[src/design/uart_dbg_pkg.sv]
// UART debug loader package
// Protocol bytes, serial bit timing, memory geometry and the
// vector types shared by the loader blocks.

`default_nettype none

package uart_dbg_pkg;

  ////////////////////////////////////////
  // Serial timing and geometry
  ////////////////////////////////////////

  // Clocks per serial bit, scaled down for simulation
  localparam int CLKS_PER_BIT = 16;

  localparam int MEM_DEPTH  = 256;
  localparam int MEM_ADDR_W = 8;

  // Bytes on the wire for each of address and length
  localparam int HDR_BYTES = 8;

  ////////////////////////////////////////
  // Types
  ////////////////////////////////////////

  typedef logic [7:0]            byte_t;
  typedef logic [MEM_ADDR_W-1:0] mem_addr_t;
  typedef logic [63:0]           dbg_addr_t;
  typedef logic [15:0]           len_t;

  ////////////////////////////////////////
  // Protocol bytes
  ////////////////////////////////////////

  localparam byte_t CMD_READ  = 8'h11;
  localparam byte_t CMD_WRITE = 8'h12;
  localparam byte_t CMD_EXEC  = 8'h13;
  localparam byte_t ACK       = 8'h06;
  localparam byte_t EOT       = 8'h04;

endpackage

`default_nettype wire
[src/design/uart_dbg_top.sv]
// UART debug loader top level
// Receiver, protocol engine, loader memory and transmitter.

`timescale 1ns/100ps
`default_nettype none

module uart_dbg_top (
  input  wire logic                clk,
  input  wire logic                rst_n_i,
  input  wire logic                uart_rx_i,
  output logic                     uart_tx_o,
  output logic                     exec_valid_o,
  output uart_dbg_pkg::dbg_addr_t  exec_addr_o
);

  uart_dbg_pkg::byte_t     rx_data;
  logic                    rx_valid;
  uart_dbg_pkg::byte_t     tx_data;
  logic                    tx_start;
  logic                    tx_busy;
  logic                    mem_we;
  uart_dbg_pkg::mem_addr_t mem_addr;
  uart_dbg_pkg::byte_t     mem_wdata;
  uart_dbg_pkg::byte_t     mem_rdata;

  uart_rx i_uart_rx (
    .clk        ( clk       ),
    .rst_n_i    ( rst_n_i   ),
    .rx_i       ( uart_rx_i ),
    .rx_data_o  ( rx_data   ),
    .rx_valid_o ( rx_valid  )
  );

  dbg_cmd_fsm i_dbg_cmd_fsm (
    .clk          ( clk          ),
    .rst_n_i      ( rst_n_i      ),
    .rx_data_i    ( rx_data      ),
    .rx_valid_i   ( rx_valid     ),
    .tx_data_o    ( tx_data      ),
    .tx_start_o   ( tx_start     ),
    .tx_busy_i    ( tx_busy      ),
    .mem_we_o     ( mem_we       ),
    .mem_addr_o   ( mem_addr     ),
    .mem_wdata_o  ( mem_wdata    ),
    .mem_rdata_i  ( mem_rdata    ),
    .exec_valid_o ( exec_valid_o ),
    .exec_addr_o  ( exec_addr_o  )
  );

  dbg_mem i_dbg_mem (
    .clk     ( clk       ),
    .we_i    ( mem_we    ),
    .addr_i  ( mem_addr  ),
    .wdata_i ( mem_wdata ),
    .rdata_o ( mem_rdata )
  );

  uart_tx i_uart_tx (
    .clk        ( clk       ),
    .rst_n_i    ( rst_n_i   ),
    .tx_data_i  ( tx_data   ),
    .tx_start_i ( tx_start  ),
    .tx_busy_o  ( tx_busy   ),
    .tx_o       ( uart_tx_o )
  );

endmodule

`default_nettype wire

[src/design/dbg_cmd_fsm.sv]
// Debug loader protocol engine
// Decodes ACK challenge, read, write and exec requests from the
// receive byte stream. Collects the 64-bit address and length
// headers, moves data between UART and memory and sends the
// ACK and EOT replies. Exec gives a one-cycle launch pulse.

`timescale 1ns/100ps
`default_nettype none

module dbg_cmd_fsm (
  input  wire logic                    clk,
  input  wire logic                    rst_n_i,
  input  wire uart_dbg_pkg::byte_t     rx_data_i,
  input  wire logic                    rx_valid_i,
  output uart_dbg_pkg::byte_t          tx_data_o,
  output logic                         tx_start_o,
  input  wire logic                    tx_busy_i,
  output logic                         mem_we_o,
  output uart_dbg_pkg::mem_addr_t      mem_addr_o,
  output uart_dbg_pkg::byte_t          mem_wdata_o,
  input  wire uart_dbg_pkg::byte_t     mem_rdata_i,
  output logic                         exec_valid_o,
  output uart_dbg_pkg::dbg_addr_t      exec_addr_o
);

  localparam int HDR_CNT_W = $clog2(uart_dbg_pkg::HDR_BYTES);
  localparam logic [HDR_CNT_W-1:0] HDR_LAST = HDR_CNT_W'(uart_dbg_pkg::HDR_BYTES - 1);
  // Only the low length bytes are kept
  localparam logic [HDR_CNT_W-1:0] LEN_KEEP = HDR_CNT_W'($bits(uart_dbg_pkg::len_t) / 8);

  typedef enum logic [2:0] {
    S_IDLE,
    S_ADDR,
    S_LEN,
    S_ACK,
    S_WDATA,
    S_RADDR,
    S_RDATA,
    S_EOT
  } dbg_state_e;

  dbg_state_e               state_q;
  uart_dbg_pkg::byte_t      cmd_q;
  logic [HDR_CNT_W-1:0]     hdr_cnt_q;
  uart_dbg_pkg::dbg_addr_t  hdr_q;
  uart_dbg_pkg::len_t       len_q;
  uart_dbg_pkg::mem_addr_t  ptr_q;
  uart_dbg_pkg::len_t       remain_q;
  logic                     tx_free;

  assign tx_free = !tx_busy_i;

  ////////////////////////////////////////
  // Reply and memory side outputs
  ////////////////////////////////////////

  always_comb begin
    tx_start_o = 1'b0;
    tx_data_o  = uart_dbg_pkg::ACK;
    unique case (state_q)
      S_ACK: begin
        tx_start_o = tx_free;
      end
      S_RDATA: begin
        tx_start_o = tx_free;
        tx_data_o  = mem_rdata_i;
      end
      S_EOT: begin
        tx_start_o = tx_free;
        tx_data_o  = uart_dbg_pkg::EOT;
      end
      default: ;
    endcase
  end

  assign mem_we_o    = (state_q == S_WDATA) && rx_valid_i;
  assign mem_addr_o  = ptr_q;
  assign mem_wdata_o = rx_data_i;

  ////////////////////////////////////////
  // Control FSM
  ////////////////////////////////////////

  always_ff @(posedge clk or negedge rst_n_i) begin
    if (!rst_n_i) begin
      state_q      <= S_IDLE;
      cmd_q        <= '0;
      hdr_cnt_q    <= '0;
      ptr_q        <= '0;
      remain_q     <= '0;
      exec_valid_o <= 1'b0;
      exec_addr_o  <= '0;
    end else begin
      exec_valid_o <= 1'b0;
      unique case (state_q)
        S_IDLE: begin
          hdr_cnt_q <= '0;
          if (rx_valid_i) begin
            cmd_q <= rx_data_i;
            if (rx_data_i == uart_dbg_pkg::ACK) begin
              state_q <= S_ACK;
            end else if (rx_data_i == uart_dbg_pkg::CMD_READ ||
                         rx_data_i == uart_dbg_pkg::CMD_WRITE ||
                         rx_data_i == uart_dbg_pkg::CMD_EXEC) begin
              state_q <= S_ADDR;
            end
          end
        end
        S_ADDR: begin
          if (rx_valid_i) begin
            hdr_cnt_q <= hdr_cnt_q + 1'b1;
            if (hdr_cnt_q == HDR_LAST) begin
              state_q <= (cmd_q == uart_dbg_pkg::CMD_EXEC) ? S_ACK : S_LEN;
            end
          end
        end
        S_LEN: begin
          if (rx_valid_i) begin
            hdr_cnt_q <= hdr_cnt_q + 1'b1;
            if (hdr_cnt_q == HDR_LAST) begin
              state_q <= S_ACK;
            end
          end
        end
        // Reply ACK, then branch on the request
        S_ACK: begin
          if (tx_free) begin
            ptr_q    <= hdr_q[uart_dbg_pkg::MEM_ADDR_W-1:0];
            remain_q <= len_q;
            unique case (cmd_q)
              uart_dbg_pkg::CMD_EXEC: begin
                exec_valid_o <= 1'b1;
                exec_addr_o  <= hdr_q;
                state_q      <= S_IDLE;
              end
              uart_dbg_pkg::CMD_WRITE: begin
                state_q <= (len_q == '0) ? S_EOT : S_WDATA;
              end
              uart_dbg_pkg::CMD_READ: begin
                state_q <= (len_q == '0) ? S_EOT : S_RADDR;
              end
              default: state_q <= S_IDLE;
            endcase
          end
        end
        S_WDATA: begin
          if (rx_valid_i) begin
            ptr_q    <= ptr_q + 1'b1;
            remain_q <= remain_q - 1'b1;
            if (remain_q == uart_dbg_pkg::len_t'(1)) begin
              state_q <= S_EOT;
            end
          end
        end
        // One cycle for the registered memory read
        S_RADDR: begin
          state_q <= S_RDATA;
        end
        S_RDATA: begin
          if (tx_free) begin
            ptr_q    <= ptr_q + 1'b1;
            remain_q <= remain_q - 1'b1;
            state_q  <= (remain_q == uart_dbg_pkg::len_t'(1)) ? S_EOT : S_RADDR;
          end
        end
        S_EOT: begin
          if (tx_free) begin
            state_q <= S_IDLE;
          end
        end
        default: state_q <= S_IDLE;
      endcase
    end
  end

  // Header shift registers, LSB byte first
  always_ff @(posedge clk) begin
    if (state_q == S_ADDR && rx_valid_i) begin
      hdr_q <= {rx_data_i, hdr_q[63:8]};
    end
    if (state_q == S_LEN && rx_valid_i && hdr_cnt_q < LEN_KEEP) begin
      len_q <= {rx_data_i, len_q[15:8]};
    end
  end

  ////////////////////////////////////////
  // Checks
  ////////////////////////////////////////

  assert property (@(posedge clk) disable iff (!rst_n_i)
    exec_valid_o |=> !exec_valid_o);

  // Writes only land inside a write transfer with bytes left
  assert property (@(posedge clk) disable iff (!rst_n_i)
    mem_we_o |-> (cmd_q == uart_dbg_pkg::CMD_WRITE) && (remain_q != '0));

endmodule

`default_nettype wire

[src/design/dbg_mem.sv]
// Loader memory
// 256 bytes with one synchronous write port and a registered
// read port. Contents are undefined until written.

`timescale 1ns/100ps
`default_nettype none

module dbg_mem (
  input  wire logic                    clk,
  input  wire logic                    we_i,
  input  wire uart_dbg_pkg::mem_addr_t addr_i,
  input  wire uart_dbg_pkg::byte_t     wdata_i,
  output uart_dbg_pkg::byte_t          rdata_o
);

  uart_dbg_pkg::byte_t mem_q [uart_dbg_pkg::MEM_DEPTH];

  always_ff @(posedge clk) begin
    if (we_i) begin
      mem_q[addr_i] <= wdata_i;
    end
  end

  // Read data appears one cycle after the address
  always_ff @(posedge clk) begin
    rdata_o <= mem_q[addr_i];
  end

endmodule

`default_nettype wire

[src/design/uart_tx.sv]
// UART transmitter
// Sends one 8N1 frame per start strobe. Busy stays high for the
// whole frame, ten bit periods of line time.

`timescale 1ns/100ps
`default_nettype none

module uart_tx (
  input  wire logic                clk,
  input  wire logic                rst_n_i,
  input  wire uart_dbg_pkg::byte_t tx_data_i,
  input  wire logic                tx_start_i,
  output logic                     tx_busy_o,
  output logic                     tx_o
);

  localparam int CNT_W = $clog2(uart_dbg_pkg::CLKS_PER_BIT);
  localparam logic [CNT_W-1:0] BIT_END = CNT_W'(uart_dbg_pkg::CLKS_PER_BIT - 1);

  logic [CNT_W-1:0] baud_cnt_q;
  logic [3:0]       bit_cnt_q;
  // Remaining frame bits after the start bit: data then stop
  logic [8:0]       frame_q;
  logic             load;
  logic             bit_end;

  assign load    = tx_start_i && !tx_busy_o;
  assign bit_end = tx_busy_o && (baud_cnt_q == BIT_END);

  always_ff @(posedge clk or negedge rst_n_i) begin
    if (!rst_n_i) begin
      tx_busy_o  <= 1'b0;
      tx_o       <= 1'b1;
      baud_cnt_q <= '0;
      bit_cnt_q  <= '0;
    end else if (load) begin
      tx_busy_o  <= 1'b1;
      tx_o       <= 1'b0;
      baud_cnt_q <= '0;
      bit_cnt_q  <= '0;
    end else if (bit_end) begin
      baud_cnt_q <= '0;
      bit_cnt_q  <= bit_cnt_q + 1'b1;
      if (bit_cnt_q == 4'd9) begin
        // Stop bit done, line already high
        tx_busy_o <= 1'b0;
      end else begin
        tx_o <= frame_q[0];
      end
    end else if (tx_busy_o) begin
      baud_cnt_q <= baud_cnt_q + 1'b1;
    end
  end

  always_ff @(posedge clk) begin
    if (load) begin
      frame_q <= {1'b1, tx_data_i};
    end else if (bit_end) begin
      frame_q <= {1'b1, frame_q[8:1]};
    end
  end

  // The engine must wait out a running frame before the next byte
  assert property (@(posedge clk) disable iff (!rst_n_i)
    tx_start_i |-> !tx_busy_o);

endmodule

`default_nettype wire

[src/design/uart_rx.sv]
// UART receiver
// 8N1 frames, line sampled in the middle of each bit. A one-cycle
// valid pulse marks each byte with a good stop bit.

`timescale 1ns/100ps
`default_nettype none

module uart_rx (
  input  wire logic                clk,
  input  wire logic                rst_n_i,
  input  wire logic                rx_i,
  output uart_dbg_pkg::byte_t      rx_data_o,
  output logic                     rx_valid_o
);

  localparam int CNT_W = $clog2(uart_dbg_pkg::CLKS_PER_BIT);
  localparam logic [CNT_W-1:0] BIT_END  = CNT_W'(uart_dbg_pkg::CLKS_PER_BIT - 1);
  localparam logic [CNT_W-1:0] HALF_END = CNT_W'(uart_dbg_pkg::CLKS_PER_BIT / 2 - 1);

  typedef enum logic [1:0] {
    RX_IDLE,
    RX_START,
    RX_DATA,
    RX_STOP
  } rx_state_e;

  rx_state_e           state_q;
  logic                rx_meta_q;
  logic                rx_sync_q;
  logic [CNT_W-1:0]    baud_cnt_q;
  logic [2:0]          bit_cnt_q;
  uart_dbg_pkg::byte_t shift_q;

  // Two-flop synchronizer, line idles high
  always_ff @(posedge clk or negedge rst_n_i) begin
    if (!rst_n_i) begin
      rx_meta_q <= 1'b1;
      rx_sync_q <= 1'b1;
    end else begin
      rx_meta_q <= rx_i;
      rx_sync_q <= rx_meta_q;
    end
  end

  always_ff @(posedge clk or negedge rst_n_i) begin
    if (!rst_n_i) begin
      state_q    <= RX_IDLE;
      baud_cnt_q <= '0;
      bit_cnt_q  <= '0;
      rx_valid_o <= 1'b0;
    end else begin
      rx_valid_o <= 1'b0;
      unique case (state_q)
        RX_IDLE: begin
          baud_cnt_q <= '0;
          if (!rx_sync_q) begin
            state_q <= RX_START;
          end
        end
        // Confirm start bit at mid-bit, else it was a glitch
        RX_START: begin
          if (baud_cnt_q == HALF_END) begin
            baud_cnt_q <= '0;
            bit_cnt_q  <= '0;
            state_q    <= rx_sync_q ? RX_IDLE : RX_DATA;
          end else begin
            baud_cnt_q <= baud_cnt_q + 1'b1;
          end
        end
        RX_DATA: begin
          if (baud_cnt_q == BIT_END) begin
            baud_cnt_q <= '0;
            bit_cnt_q  <= bit_cnt_q + 1'b1;
            if (bit_cnt_q == 3'd7) begin
              state_q <= RX_STOP;
            end
          end else begin
            baud_cnt_q <= baud_cnt_q + 1'b1;
          end
        end
        RX_STOP: begin
          if (baud_cnt_q == BIT_END) begin
            baud_cnt_q <= '0;
            // A low stop bit is a framing error; the byte is dropped
            rx_valid_o <= rx_sync_q;
            state_q    <= RX_IDLE;
          end else begin
            baud_cnt_q <= baud_cnt_q + 1'b1;
          end
        end
        default: state_q <= RX_IDLE;
      endcase
    end
  end

  // LSB arrives first, so shift in from the top
  always_ff @(posedge clk) begin
    if (state_q == RX_DATA && baud_cnt_q == BIT_END) begin
      shift_q <= {rx_sync_q, shift_q[7:1]};
    end
  end

  assign rx_data_o = shift_q;

  // Consumer has no back-pressure, a held strobe would duplicate a byte
  assert property (@(posedge clk) disable iff (!rst_n_i)
    rx_valid_o |=> !rx_valid_o);

endmodule

`default_nettype wire

[config.mk]
export PLATFORM = sky130hd
export DESIGN_NAME = uart_dbg_top
export DESIGN_NICKNAME = d
export VERILOG_FILES = /design/src/design/uart_dbg_pkg.sv /design/src/design/uart_dbg_top.sv /design/src/design/dbg_cmd_fsm.sv /design/src/design/dbg_mem.sv /design/src/design/uart_tx.sv /design/src/design/uart_rx.sv
export SDC_FILE = /design/constraint.sdc
export NUM_CORES = 2
export LEC_CHECK = 0
export ABC_CLOCK_PERIOD_IN_PS = 4900
export BUFFER_PORTS_ARGS = -buffer_cell sky130_fd_sc_hd__buf_2
export CORE_MARGIN = 4
export CORE_UTILIZATION = 55
export DETAILED_ROUTE_END_ITERATION = 6
export HOLD_SLACK_MARGIN = 0.02
export PLACE_DENSITY = 0.73
export SYNTH_ARGS = -nofsm -noshare
export SYNTH_HDL_FRONTEND = slang
export SYNTH_SLANG_ARGS = --single-unit
[constraint.sdc]
create_clock -name clk -period 4.9 [get_ports clk]
set_input_delay 0.245 -clock clk [delete_from_list [all_inputs] [get_ports clk]]
set_output_delay 0.245 -clock clk [all_outputs]
set_load 0.05 [all_outputs]
==> results_dict.tcl <==
set metrics [dict create \
    intPower_mw 30.5 \
    finClkSkew_ns 0.0245 \
    min_period_ns 4.46 \
    clk_pin_slew_ns 0.06 \
    regArea_um2 67700 \
    grt_setup_unrepaired "false" \
    cts_setup_buffers 0 \
    synth_edf_count 2144 \
    io_buffers 68 \
    finalSetupViolCount 0 \
    cts_buffers 214 \
    cts_tree "built" \
    rows 145 \
    drc 0 \
    slew_viol_final 0 \
    yosys.area.top_type "edfxtp_1" \
    postPlaceCellArea_um2 90700 \
    htreeDepth 4 \
    grt_usage_pct 25.0 \
    drtPass1Iterations 6 \
    wl_met3_um 20000 \
    clockRootBuffer "clkbuf_16" \
    worst_hold_path_type "in -> async" \
    cts_hold_buffers 3 \
    power.switching_mw 7.22 \
    dpl.hpwl_um 116000 \
    pwr_density_cell_nw_per_um2 385 \
    clk_latency_ns 0.84 \
    hold_violations 0 \
    antenna_found_initial 3 \
    start_util_pct 55.5 \
    r2r_cells 7 \
    relSlewSlack_pct 2.91 \
    clkPwrFrac_pct 43.9 \
    layout.cells.non_filler 6603 \
    fin_hold_ws_ns 0.0437 \
    endpoint_kind "flip-flop" \
    dr.max_layer_used "met5" \
    synth_seq_cells 2277 \
    syn_area_per_cell_um2 20.9 \
    drive_gt1_share_pct 26.0 \
    final_area_um2 97800 \
    cts_resized 0 \
    multi_input_area_um2 18400 \
    die_h_um 406 \
    gp_congestion 0.855 \
    post-route-period-util_pct 91.0 \
    design.die.area_um2 165000 \
    cts.sinks 2277 \
    nets 4391 \
    p_total_mw 37.7 \
    yosys-top-cells-area "edfxtp_1 74%, mux4_2 13%, dfrtp_1 3.5%" \
    tightest_slew_ns 1.44 \
    netlist_area_um2 87100 \
    required_ns 5.56 \
    via_count 43152 \
    ys_types 60 \
    max_freq_mhz 224 \
    area_growth_pct 12.2 \
    worstSetupPathType "reg -> reg" \
    die_x_um 406 \
    pwr-share-comb_pct 0.4 \
    yosysSeqAreaShare_pct 77.7 \
    yosysWarnings 0 \
    routed_wl_um 203000 \
    ys_top_cells_by_count "2144 x edfxtp_1, 512 x mux4_2, 295 x nor2_1" \
    met1_length_um 77800 \
    netlist_instances 4162 \
    cp.arrival_ns 5.12 \
    clock_path_buffers 3 \
    ant_nets 0 \
    drtIter0Drc 6086 \
    p_leak_nw 30.7 \
    grt_start_max_net_pins 216 \
    swShare_pct 19.2 \
    grt_pass1_vias 43614 \
    synthFlopType "edfxtp_1" \
    synth_nets 4184 \
    seqPwrFrac_pct 55.7 \
    postSynth.asyncResetShare_pct 5.49 \
    grt_pass1_wl_um 300000 \
    wl_per_cell_um 30.8 \
    ioPinCount 69 \
    final.setup.tns_ns 0 \
    synth_top_cell_area_share_pct 73.9 \
    status "finished clean" \
    grt-ovfl-total 0 \
    cp_max_fo 40 \
    yosysMostFrequentCell "edfxtp_1" \
    core_area_um2 157000 \
    fill_cells 10295 \
    startpoint_type "flip-flop" \
    met2_length_um 97500 \
    vias_per_cell 6.54 \
    peakVddDrop_mv 0.339 \
    dp_cells 6208 \
    drv_cap 0 \
]
-- through the flow --
step | util [%] | setup WS (ns)
finish | 62.3 | 0.443
global route | 62.3 | 0.341
CTS | 62.3 | 0.457
detailed placement | 57.8 | 0.532
global placement | 57.8 | 0.570
floorplan | - | 0.0929
-- logic make-up (layout without fill, tap and decap cells) --
kind of cell	count (synthesis)	in the layout	synth area share [%]
other	0	2	0
buffers and inverters	269	650	1.35
AOI/OAI and AO/OA	529	529	4.08
and+or+nand+nor	470	470	2.33
adders and majority gates	22	22	0.307
DFF	2277	2277	77.7
muxes	588	588	14.2
xor gates and xnor gates	7	7	0.0704
-- sequential cells by signal, indices dropped and copies added (netlist names), 3 cells and up, named ones only --
signal,cells
i_uart_rx.baud_cnt_q,4
i_dbg_cmd_fsm.hdr_q,64
i_dbg_mem.mem_q,2048
i_uart_rx.rx_data_o,8
i_uart_rx.bit_cnt_q,3
i_dbg_cmd_fsm.remain_q,16
i_dbg_cmd_fsm.mem_addr_o,8
i_uart_tx.baud_cnt_q,4
i_uart_tx.frame_q,8
i_uart_tx.bit_cnt_q,4
i_dbg_mem.rdata_o,8
i_dbg_cmd_fsm.exec_addr_o,64
i_dbg_cmd_fsm.len_q,16
i_dbg_cmd_fsm.cmd_q,8
i_dbg_cmd_fsm.state_q,3
i_dbg_cmd_fsm.hdr_cnt_q,3
-- cells in the final DEF, fill, tap and decap left out, types with 19 or more instances in the layout --
| cell | count |
|---|---|
| ha_1 | 19 |
| clkbuf_1 | 36 |
| edfxtp_1 | 2144 |
| clkinv_1 | 36 |
| nand2_1 | 57 |
| buf_4 | 144 |
| o21ai_0 | 30 |
| buf_2 | 67 |
| nor2_1 | 294 |
| buf_12 | 30 |
| mux4_2 | 512 |
| dfrtp_1 | 120 |
| clkinv_2 | 40 |
| a21oi_1 | 161 |
| bufinv_16 | 24 |
| clkbuf_16 | 214 |
| a22oi_1 | 259 |
| o41ai_1 | 30 |
| mux2_2 | 74 |
-- critical path: stages (launching register included) --
cell and delay (ns):
dfrtp_4 0.86, buf_12 0.37, buf_12 0.36, mux4_2 0.60, a22oi_1 0.29, a21oi_1 0.21, o41ai_1 1.27, nand4_1 0.16
-- final timing paths --
path,startpoint,endpoint,slack (ns)
min in group clk,i_uart_rx.rx_meta_q$_DFF_PN1_,i_uart_rx.rx_sync_q$_DFF_PN1_,0.36
setup reg to reg,i_dbg_cmd_fsm.mem_addr_o[0]$_DFFE_PN0P_,i_dbg_mem.rdata_o[1]$_DFF_P_,0.44
max in group asynchronous,rst_n_i,i_uart_rx.rx_meta_q$_DFF_PN1_,3.84
hold reg to reg,i_uart_rx.rx_meta_q$_DFF_PN1_,i_uart_rx.rx_sync_q$_DFF_PN1_,0.36
hold / removal,rst_n_i,i_dbg_cmd_fsm.exec_addr_o[25]$_DFFE_PN0P_,0.04
setup / recovery,i_dbg_cmd_fsm.mem_addr_o[0]$_DFFE_PN0P_,i_dbg_mem.rdata_o[1]$_DFF_P_,0.44
-- power groups by stage --
stage / Sequential, mW / Combinational [mW] / Clock [mW]
after detailed placement: 21.4 / 0.155 / 0
after global placement: 21.4 / 0.150 / 0
after floorplan: 21.4 / 0.106 / 0
after CTS: 21.0 / 0.158 / 16.7
after global routing: 21.0 / 0.179 / 17.6
final: 21.0 / 0.155 / 16.5
-- metal layers --
metal	global-route usage [%]	up-vias
met1	36.0	22564
met3	5.16	414
li1	-	17730
met5	0	-
met4	9.77	6
met2	38.2	2438
-- layout make-up --
class	instances	area share (%)
well taps	2058	2.63
clock inverters	131	1.44
clock buffers	259	5.74
flip-flops and latches	2277	69.2
multi-input cells	1616	18.8
diodes	2	0.00512
repair buffers	245	2.10
inverters	15	0.0576
Note: power is estimated with default switching activity, not from simulation.
